## src/hdl/fifo_pkg.sv

```systemverilog
//~~~~~~~~~~~~~~~~~~~~~~~~~~~~~~~~~~~~~~~~~~~~~~~~~~~~~~~~~~~~~~~~~~~~
// FIFO controller package
// Address, pointer and level widths shared by all controller blocks
//~~~~~~~~~~~~~~~~~~~~~~~~~~~~~~~~~~~~~~~~~~~~~~~~~~~~~~~~~~~~~~~~~~~~

`default_nettype none

package fifo_pkg;

	// Storage address width for 32 entries
	localparam int ADDR_W = 5;

	// Pointer carries one extra wrap bit above the address
	localparam int PTR_W = ADDR_W + 1;

	localparam int FIFO_DEPTH = 32;

	// Storage address, also the width of the threshold inputs
	typedef logic [ADDR_W-1:0] addr_t;

	// Binary pointer or its Gray form
	typedef logic [PTR_W-1:0] ptr_t;

	// Occupancy or free count, 0 up to FIFO_DEPTH
	typedef logic [PTR_W-1:0] level_t;

endpackage

`default_nettype wire

```

## src/hdl/ptr_sync.sv

```systemverilog
//~~~~~~~~~~~~~~~~~~~~~~~~~~~~~~~~~~~~~~~~~~~~~~~~~~~~~~~~~~~~~~~~~~~~
// Pointer crossing
// Gray-encodes a pointer, optionally delays it, decodes it for the far side
//~~~~~~~~~~~~~~~~~~~~~~~~~~~~~~~~~~~~~~~~~~~~~~~~~~~~~~~~~~~~~~~~~~~~

`timescale 1ns/1ps
`default_nettype none

module ptr_sync import fifo_pkg::*; (
	input  logic rclk,
	input  logic rst_n,
	input  logic sync,
	input  ptr_t ptr_in,
	output ptr_t ptr_out
);

	ptr_t gray_in;
	ptr_t gray_q;
	ptr_t gray_d1;
	ptr_t gray_d2;
	ptr_t gray_sel;
	ptr_t bin_out;

	// Adjacent pointer values differ in one Gray bit
	assign gray_in = ptr_in ^ (ptr_in >> 1);

	// Source register, the only value that leaves the pointer's side
	always_ff @(posedge rclk or negedge rst_n) begin
		if (!rst_n) begin
			gray_q <= '0;
		end else begin
			gray_q <= gray_in;
		end
	end

	// Two synchroniser stages used when sync is low
	always_ff @(posedge rclk or negedge rst_n) begin
		if (!rst_n) begin
			gray_d1 <= '0;
			gray_d2 <= '0;
		end else begin
			gray_d1 <= gray_q;
			gray_d2 <= gray_d1;
		end
	end

	assign gray_sel = sync ? gray_q : gray_d2;

	// Each binary bit is the XOR of all Gray bits at and above it
	genvar i;
	generate
		for (i = 0; i < PTR_W; i++) begin : g_dec
			assign bin_out[i] = ^(gray_sel >> i);
		end
	endgenerate

	assign ptr_out = bin_out;

endmodule

`default_nettype wire

```

## src/hdl/push_ctl.sv

```systemverilog
//~~~~~~~~~~~~~~~~~~~~~~~~~~~~~~~~~~~~~~~~~~~~~~~~~~~~~~~~~~~~~~~~~~~~
// Write side controller
// Holds the write pointer and registers full, almost full, paf, overflow
//~~~~~~~~~~~~~~~~~~~~~~~~~~~~~~~~~~~~~~~~~~~~~~~~~~~~~~~~~~~~~~~~~~~~

`timescale 1ns/1ps
`default_nettype none

module push_ctl import fifo_pkg::*; (
	input  logic  rclk,
	input  logic  rst_n,
	input  logic  wen,
	input  addr_t upaf,
	input  ptr_t  rptr_seen,
	output ptr_t  wptr,
	output addr_t waddr,
	output logic  full,
	output logic  afull,
	output logic  paf,
	output logic  overflow
);

	ptr_t   wptr_q;
	ptr_t   wptr_next;
	logic   push_ok;
	level_t count_next;
	level_t free_next;
	logic   full_q;
	logic   afull_q;
	logic   paf_q;
	logic   overflow_q;

	// A push while full is refused and leaves the pointer in place
	assign push_ok = wen & ~full_q;
	assign wptr_next = push_ok ? wptr_q + ptr_t'(1) : wptr_q;

	// The read pointer seen here lags, so the count can only be too high
	assign count_next = level_t'(wptr_next - rptr_seen);
	assign free_next = level_t'(FIFO_DEPTH) - count_next;

	always_ff @(posedge rclk or negedge rst_n) begin
		if (!rst_n) begin
			wptr_q <= '0;
		end else begin
			wptr_q <= wptr_next;
		end
	end

	// Level flags follow the next pointer, so they change at the push edge
	always_ff @(posedge rclk or negedge rst_n) begin
		if (!rst_n) begin
			full_q  <= 1'b0;
			afull_q <= 1'b0;
			paf_q   <= 1'b0;
		end else begin
			full_q  <= (count_next == level_t'(FIFO_DEPTH));
			afull_q <= (count_next == level_t'(FIFO_DEPTH - 1));
			paf_q   <= (free_next < {1'b0, upaf});
		end
	end

	// Overflow is rewritten on every write request, set only by a refused one
	always_ff @(posedge rclk or negedge rst_n) begin
		if (!rst_n) begin
			overflow_q <= 1'b0;
		end else if (wen) begin
			overflow_q <= full_q;
		end
	end

	assign wptr     = wptr_q;
	assign waddr    = wptr_q[ADDR_W-1:0];
	assign full     = full_q;
	assign afull    = afull_q;
	assign paf      = paf_q;
	assign overflow = overflow_q;

endmodule

`default_nettype wire

```

## src/hdl/pop_ctl.sv

```systemverilog
//~~~~~~~~~~~~~~~~~~~~~~~~~~~~~~~~~~~~~~~~~~~~~~~~~~~~~~~~~~~~~~~~~~~~
// Read side controller
// Holds the read pointer and registers empty, almost empty, pae, underflow
//~~~~~~~~~~~~~~~~~~~~~~~~~~~~~~~~~~~~~~~~~~~~~~~~~~~~~~~~~~~~~~~~~~~~

`timescale 1ns/1ps
`default_nettype none

module pop_ctl import fifo_pkg::*; (
	input  logic  rclk,
	input  logic  rst_n,
	input  logic  ren,
	input  addr_t upae,
	input  ptr_t  wptr_seen,
	output ptr_t  rptr,
	output addr_t raddr,
	output logic  empty,
	output logic  aempty,
	output logic  pae,
	output logic  underflow
);

	ptr_t   rptr_q;
	ptr_t   rptr_next;
	logic   pop_ok;
	level_t count_next;
	logic   empty_q;
	logic   aempty_q;
	logic   pae_q;
	logic   underflow_q;

	// A pop while empty is refused and leaves the pointer in place
	assign pop_ok = ren & ~empty_q;
	assign rptr_next = pop_ok ? rptr_q + ptr_t'(1) : rptr_q;

	// The write pointer seen here lags, so the count can only be too low
	assign count_next = level_t'(wptr_seen - rptr_next);

	always_ff @(posedge rclk or negedge rst_n) begin
		if (!rst_n) begin
			rptr_q <= '0;
		end else begin
			rptr_q <= rptr_next;
		end
	end

	// An empty FIFO after reset also sits below any programmed threshold
	always_ff @(posedge rclk or negedge rst_n) begin
		if (!rst_n) begin
			empty_q  <= 1'b1;
			aempty_q <= 1'b0;
			pae_q    <= 1'b1;
		end else begin
			empty_q  <= (count_next == '0);
			aempty_q <= (count_next == level_t'(1));
			pae_q    <= (count_next < {1'b0, upae});
		end
	end

	// Underflow is rewritten on every read request, set only by a refused one
	always_ff @(posedge rclk or negedge rst_n) begin
		if (!rst_n) begin
			underflow_q <= 1'b0;
		end else if (ren) begin
			underflow_q <= empty_q;
		end
	end

	assign rptr      = rptr_q;
	assign raddr     = rptr_q[ADDR_W-1:0];
	assign empty     = empty_q;
	assign aempty    = aempty_q;
	assign pae       = pae_q;
	assign underflow = underflow_q;

endmodule

`default_nettype wire

```

## src/hdl/fifo_ctl.sv

```systemverilog
//~~~~~~~~~~~~~~~~~~~~~~~~~~~~~~~~~~~~~~~~~~~~~~~~~~~~~~~~~~~~~~~~~~~~
// FIFO controller top level
// Two side controllers joined by a Gray pointer crossing in each direction
//~~~~~~~~~~~~~~~~~~~~~~~~~~~~~~~~~~~~~~~~~~~~~~~~~~~~~~~~~~~~~~~~~~~~

`timescale 1ns/1ps
`default_nettype none

module fifo_ctl import fifo_pkg::*; (
	input  logic  rclk,
	input  logic  rst_n,
	input  logic  sync,
	input  logic  wen,
	input  logic  ren,
	input  addr_t upaf,
	input  addr_t upae,
	output addr_t waddr,
	output addr_t raddr,
	output logic  full,
	output logic  afull,
	output logic  paf,
	output logic  overflow,
	output logic  empty,
	output logic  aempty,
	output logic  pae,
	output logic  underflow
);

	ptr_t wptr;
	ptr_t rptr;
	ptr_t wptr_seen;
	ptr_t rptr_seen;

	push_ctl i_push_ctl (
		.rclk      (rclk),
		.rst_n     (rst_n),
		.wen       (wen),
		.upaf      (upaf),
		.rptr_seen (rptr_seen),
		.wptr      (wptr),
		.waddr     (waddr),
		.full      (full),
		.afull     (afull),
		.paf       (paf),
		.overflow  (overflow)
	);

	pop_ctl i_pop_ctl (
		.rclk      (rclk),
		.rst_n     (rst_n),
		.ren       (ren),
		.upae      (upae),
		.wptr_seen (wptr_seen),
		.rptr      (rptr),
		.raddr     (raddr),
		.empty     (empty),
		.aempty    (aempty),
		.pae       (pae),
		.underflow (underflow)
	);

	// Write pointer towards the read side
	ptr_sync i_wptr_sync (
		.rclk    (rclk),
		.rst_n   (rst_n),
		.sync    (sync),
		.ptr_in  (wptr),
		.ptr_out (wptr_seen)
	);

	// Read pointer towards the write side
	ptr_sync i_rptr_sync (
		.rclk    (rclk),
		.rst_n   (rst_n),
		.sync    (sync),
		.ptr_in  (rptr),
		.ptr_out (rptr_seen)
	);

endmodule

`default_nettype wire

```

## config.mk

```make
export PLATFORM = sky130hd
export DESIGN_NAME = fifo_ctl
export DESIGN_NICKNAME = d
export VERILOG_FILES = /design/src/hdl/fifo_pkg.sv /design/src/hdl/ptr_sync.sv /design/src/hdl/push_ctl.sv /design/src/hdl/pop_ctl.sv /design/src/hdl/fifo_ctl.sv
export SDC_FILE = /design/constraint.sdc
export NUM_CORES = 1
export LEC_CHECK = 0
export ABC_AREA = 1
export BUFFER_PORTS_ARGS = -buffer_cell sky130_fd_sc_hd__buf_4
export CORE_ASPECT_RATIO = 0.6
export CORE_MARGIN = 4
export CORE_UTILIZATION = 55
export DETAILED_ROUTE_END_ITERATION = 10
export PLACE_DENSITY = 0.75
export SYNTH_ARGS = -nofsm -noshare
export SYNTH_HDL_FRONTEND = slang
export SYNTH_SLANG_ARGS = --single-unit
```

## constraint.sdc

```tcl
create_clock -name rclk -period 4.51 [get_ports rclk]
set_input_delay 0.902 -clock rclk [delete_from_list [all_inputs] [get_ports rclk]]
set_output_delay 0.902 -clock rclk [all_outputs]
set_load 0.005 [all_outputs]
```

==> run_results.csv, run 1 <==
group,metric,value,unit
clock_network,numCtsBuffers,5,
yosys,synthAdderAreaFrac,0.126,
setup_path,crit_fanout,21,
yosys,ys_warn_count,0,
grt,grt_usage,0.179,
die,initial_core_util,0.589,
detailed_routing,wirelength,5670,um
detailed_routing,vias,2070,
yosys,async_flop_share,1.00,
die,row_count,20,
status,status,"finished, final reports clean",
die,core,0.00526,mm^2
clock_network,cts_tree,"yes",
detailed_routing,initialDrtViolationCount,151,
setup_path,path_delay_family,"adder cells",
yosys,yosysMostFrequentCell,"nand2_1",
final_layout,syn_to_final_growth,12.3,%
die,die-width,105,um
setup_path,r2r_cells,20,
yosys,synth.top_cells.by_area,"dfrtp_1 44%, ha_1 11%, nand2_1 8.2%",
sta,hold_viol,0,
sta,report.final.slew_viol_count,0,
clock_network,postCtsHoldBufs,0,
yosys,synth-seq-cells,56,
detailed_routing,dr_wl_met2,2220,um
yosys,yosysTopAreaCell,"dfrtp_1",
yosys,synth-simple-area-share,0.152,
clock_network,post_cts_resized,0,
setup_path,cp-start-kind,"input port",
yosys,synthFlopType,"dfrtp_1",
place,dp_slack,170,ps
sta,relSlewSlack,0.551,
worst_hold_path,min_path_type,"flop to flop",
setup_path,end_kind,"flop",
place,routabilityCongestion,0.881,
die,fp.dieArea,0.00693,mm^2
die,dieHeight,66.1,um
yosys,ys_seq_area_frac,0.454,
setup_path,cp-endpoint,"i_push_ctl.paf",
worst_hold_path,min_from,"i_rptr_sync.gray_d1[4]",
clock_network,cts_buffer_depth,2,
setup_path,cp.required,4760,ps
setup_path,critPathKind,"input port to flop",
clock_network,post-cts-setup-buffer-count,0,
detailed_routing,wl_met3,444,um
setup_path,crit_path_max_incr_delay,450,ps
yosys,muxShareOfSynthArea,0.0101,
sta,tightestPinTransition,673,ps
yosys,synth_compound_area_frac,0.0546,
setup_path,cp_data_arrival_time,4290,ps
yosys,syn-num-nets,373,
yosys,synth_cells,328,
yosys,synth_edf_count,0,
flow_run,cap_viol_max_count,0,
clock_network,clkTransAtPathRegs,90,ps
sta,finalWorstSetupSlack,471,ps
worst_hold_path,hold_depth,0,
detailed_routing,routed_via_density,4.91,
die,boundaryPins,33,
grt,gr-total-overflow,0,
clock_network,clkLatencyLatePin,320,ps
setup_path,cp.depth,20,
detailed_routing,wirelength_met1,2950,um
place,dp_hpwl,4350,um
sta,fin_crit_sh,0.896,
place,port-buffer-count,32,
sta,fin_worst_skew,11.6,ps
final_layout,drive_gt1_frac,0.160,
setup_path,slowest_stage,"fa_1",
grt,grt_pass1_wl,9430,um
setup_path,timing.rr.start,"i_rptr_sync.gray_q[5]",
final_layout,final_nets,400,
yosys,synth_common_cells,"68 x nand2_1, 56 x inv_1, 54 x dfrtp_1, 28 x ha_1, 21 x nor2_1",
setup_path,regToRegSetupSlack,930,ps
final_layout,num-fill-cells,397,
clock_network,cts_sinks,56,
yosys,synth.distinct_cells,29,
setup_path,path_cells,"buf_4 > o21ai_1 > xnor2_2 > xor2_1 > nand2_1 > nand2_1 > inv_1 > ha_1 > inv_1 > fa_1 > inv_1 > ha_1 > nand4_1 > or2_2 > nand2_1 > inv_1 > ha_1 > a21oi_1 > nand2_1 > nor2_1",
clock_network,cts-htree-levels,2,
final_layout,multi_input_comb_area,0.00138,mm^2
grt,antenna_found_initial,0,
yosys,synth_area,0.00310,mm^2
setup_path,r2r_end,"i_push_ctl.paf",
sta,fmax,248,MHz
detailed_routing,ant_nets,0,
yosys,synth_xor_area_frac,0.103,
setup_path,crit_buf_inv,5,
yosys,synth.top_cell.area_share,0.437,
detailed_routing,highest_layer,"met4",
sta,setup_viol,0,
detailed_routing,drc,0,
yosys,synth_top_family_by_area,"simple AND/OR/NAND/NOR gates",
sta,period_minus_slack,4040,ps
clock_network,cts-root-buf,"clkbuf_8",
sta,rsz0062_at_grt,"no",
grt,grt_pass1_vias,1944,
setup_path,critPathLaunch,"sync",
final_layout,regArea,0.00140,mm^2
final_layout,antenna_cells,0,
grt,grt_max_degree,57,
sta,tns,0,ps
yosys,synth.avg_cell_area,9.44,um^2
detailed_routing,drtPass1Iterations,5,
detailed_routing,wl_per_cell,13.4,um
[logic make-up (layout without fill, tap and decap cells)]
| family | count (synthesis) | after routing |
|---|---|---|
| fa+ha+maj | 30 | 30 |
| simple gates | 114 | 114 |
| compound gates | 27 | 27 |
| buf+inv | 68 | 96 |
| mux | 3 | 3 |
| xor+xnor | 30 | 30 |
| flops | 56 | 56 |
[through the flow]
stage	cell area, um^2	utilization	cells	hold slack, ps
2_1_floorplan	3100	-	328	331
3_3_place_gp	3320	0.631	414	332
3_5_place_dp	3320	0.631	414	336
4_1_cts	3480	0.661	422	351
5_1_grt	3480	0.661	422	355
6_report	3480	0.661	422	355
[worst min path at each step]
stage                                   to  slack, ps
finish              i_rptr_sync.gray_d2[4]        350
global route        i_rptr_sync.gray_d2[4]        350
floorplan           i_rptr_sync.gray_d2[0]        330
CTS                 i_rptr_sync.gray_d2[4]        350
detailed placement  i_rptr_sync.gray_d2[4]        340
global placement    i_wptr_sync.gray_d2[2]        330
[layer usage]
layer  up-vias  GRT usage
met4         0     0.0540
met2        54      0.252
met3         8     0.0498
met1       947      0.266
li1       1061          -
met5         -          0
[final cells by class]
class,count,share of cell area
sequential,56,0.404
multi-input combinational,204,0.397
timing repair buffer,32,0.0691
inverter,56,0.0605
clock inverter,3,0.0259
tap,66,0.0238
clock buffer,5,0.0198
[cell usage in the layout (no fill, tap or decap)]
cell type,synthesis,routed
ha_1,28,28
nand2_2,1,1
mux2_2,1,1
xnor2_4,1,1
xnor2_1,10,10
nand2_1,68,68
o21bai_1,1,1
xor2_1,14,14
o21ai_0,7,7
clkbuf_8,0,5
inv_1,56,56
mux2i_1,2,2
nand4_1,2,2
fa_1,2,2
o21ai_2,4,4
o211ai_1,2,2
o21ai_4,1,1
or2_2,2,2
buf_4,10,32
xnor2_2,1,1
nor2_1,21,21
a21oi_1,9,9
bufinv_16,0,3
dfrtp_1,54,54
xor2_2,4,4
nand3b_1,2,2
o21ai_1,3,3
dfstp_2,2,2
nand3_1,18,18
[worst register-to-register path, stage by stage, from the launching register on]
cell	delay, ps
dfrtp_1	410
nand2_1	60
o21ai_1	150
xnor2_2	310
xor2_1	280
nand2_1	80
nand2_1	60
inv_1	40
ha_1	170
inv_1	100
fa_1	450
inv_1	110
ha_1	210
nand4_1	130
or2_2	300
nand2_1	60
inv_1	40
ha_1	250
a21oi_1	150
nand2_1	60
nor2_1	80
[sequential cells by signal, indices dropped and copies added (netlist names)]
register,cells
i_push_ctl.wptr,6
i_push_ctl.full,1
i_wptr_sync.gray_d1,6
i_pop_ctl.rptr,6
i_pop_ctl.empty,1
i_wptr_sync.gray_d2,6
i_push_ctl.overflow,1
i_push_ctl.paf,1
i_rptr_sync.gray_d2,6
i_pop_ctl.pae,1
i_rptr_sync.gray_q,6
i_rptr_sync.gray_d1,6
i_wptr_sync.gray_q,6
i_pop_ctl.aempty,1
i_pop_ctl.underflow,1
i_push_ctl.afull,1
Power of run 1 is not shown: default switching activity piles up to over one toggle a cycle in this logic, so the estimate is an artifact.
==> run 2: changes to the inputs <==
PLACE_DENSITY = 0.77   (was 0.75)
==> run_results.csv, run 2 (synthesized netlist as in run 1, its figures left out) <==
group,metric,value,unit
status,status,"finished, final reports clean",
place,routabilityCongestion,0.868,
detailed_routing,wirelength_met1,2930,um
final_layout,layout_commonest_cell,"nand2_1",
grt,antenna_found_initial,0,
clock_network,cts-root-buf,"clkbuf_8",
grt,grt_pass1_wl,9700,um
die,boundaryPins,33,
setup_path,critPathKind,"input port to flop",
clock_network,clkTransAtPathRegs,90,ps
clock_network,clkLatencyLatePin,310,ps
clock_network,cts_tree,"yes",
setup_path,cp-endpoint,"i_push_ctl.paf",
final_layout,multi_input_comb_area,0.00138,mm^2
final_layout,final_nets,400,
sta,relSlewSlack,0.554,
setup_path,crit_buf_inv,5,
clock_network,cts_sinks,56,
sta,report.final.slew_viol_count,0,
setup_path,crit_fanout,21,
sta,setup_viol,0,
setup_path,slowest_stage,"fa_1",
grt,grt_usage,0.180,
setup_path,r2r_end,"i_push_ctl.paf",
setup_path,cp.required,4750,ps
final_layout,post-route-util,0.649,
final_layout,syn_to_final_growth,10.2,%
detailed_routing,routed_via_density,4.87,
detailed_routing,ant_nets,0,
grt,grt_max_degree,57,
setup_path,path_delay_family,"adder cells",
flow_run,cap_viol_max_count,0,
sta,tns,0,ps
clock_network,post-cts-setup-buffer-count,0,
detailed_routing,wl_per_cell,13.1,um
sta,rsz0062_at_grt,"no",
setup_path,critPathLaunch,"sync",
sta,fin_worst_skew,7.86,ps
sta,hold_viol,0,
setup_path,cp-start-kind,"input port",
sta,tightestPinTransition,668,ps
die,fp.dieArea,0.00693,mm^2
sta,fmax,251,MHz
final_layout,regArea,0.00140,mm^2
setup_path,timing.rr.start,"i_rptr_sync.gray_q[5]",
place,port-buffer-count,32,
detailed_routing,wl_met3,431,um
detailed_routing,drc,0,
sta,period_minus_slack,3990,ps
clock_network,postCtsHoldBufs,0,
clock_network,cts-htree-levels,2,
sta,holdWs,354,ps
setup_path,path_cells,"buf_4 > nand2_1 > o21ai_1 > xnor2_2 > xor2_1 > nand2_1 > nand2_1 > inv_1 > ha_1 > inv_1 > fa_1 > inv_1 > ha_1 > nand4_1 > or2_2 > nand2_1 > inv_1 > ha_1 > a21oi_1 > nand2_1 > nor2_1",
grt,grt_pass1_vias,2009,
sta,fin_crit_sh,0.885,
place,dp_hpwl,4350,um
detailed_routing,drtPass1Iterations,4,
final_layout,drive_gt1_frac,0.157,
die,initial_core_util,0.589,
clock_network,numCtsBuffers,5,
setup_path,cp.depth,21,
grt,gr-total-overflow,0,
setup_path,cp_data_arrival_time,4230,ps
final_layout,final_cell_mix,"68 x nand2_1, 56 x inv_1, 54 x dfrtp_1",
die,row_count,20,
setup_path,crit_path_max_incr_delay,440,ps
detailed_routing,vias,2055,
detailed_routing,highest_layer,"met4",
worst_hold_path,min_path_type,"flop to flop",
die,core,0.00526,mm^2
die,die-width,105,um
detailed_routing,wirelength,5520,um
clock_network,cts_buffer_depth,2,
clock_network,post_cts_resized,0,
detailed_routing,initialDrtViolationCount,152,
final_layout,num-fill-cells,426,
setup_path,regToRegSetupSlack,1010,ps
die,dieHeight,66.1,um
final_layout,antenna_cells,0,
detailed_routing,dr_wl_met2,2110,um
setup_path,r2r_cells,20,
setup_path,cpMostUsedCell,"nand2_1",
setup_path,end_kind,"flop",
## run 2: cell types whose count changed in the layout (fill, tap and decap cells not counted), sizes merged
cell,change
bufinv,-3
clkbuf,+2
clkinvlp,+1
## run 2: how the worst min path moves through the flow
stage                                       from                      to  slack, ps  cells past startpoint
final                     i_wptr_sync.gray_d1[2]  i_wptr_sync.gray_d2[2]        350                      0
after global routing      i_rptr_sync.gray_d1[2]  i_rptr_sync.gray_d2[2]        350                      0
after CTS                 i_rptr_sync.gray_d1[3]  i_rptr_sync.gray_d2[3]        360                      0
after detailed placement  i_rptr_sync.gray_d1[3]  i_rptr_sync.gray_d2[3]        340                      0
after global placement    i_wptr_sync.gray_d1[3]  i_wptr_sync.gray_d2[3]        330                      0
after floorplan           i_rptr_sync.gray_d1[0]  i_rptr_sync.gray_d2[0]        330                      0
## run 2: routing by layer
| layer | track usage | up-vias |
|---|---|---|
| met5 | 0 | - |
| li1 | - | 1061 |
| met3 | 0.0527 | 7 |
| met2 | 0.239 | 47 |
| met4 | 0.0344 | 0 |
| met1 | 0.286 | 940 |
## run 2: cell type report
type | count | area share
Sequential cell | 56 | 0.412
Multi-Input combinational cell | 204 | 0.405
Timing Repair Buffer | 32 | 0.0704
Inverter | 56 | 0.0616
Clock buffer | 7 | 0.0253
Tap cell | 66 | 0.0242
Clock inverter | 1 | 0.00220
## run 2: through the flow
| stage | setup WS, ps | cells | area [um^2] |
|---|---|---|---|
| final | 519 | 422 | 3410 |
| after global routing | 214 | 422 | 3410 |
| after CTS | 512 | 422 | 3410 |
| after detailed placement | 221 | 414 | 3320 |
| after global placement | 382 | 414 | 3320 |
| after floorplan | 650 | 328 | 3100 |
Power of run 2 is left out for the same reason.
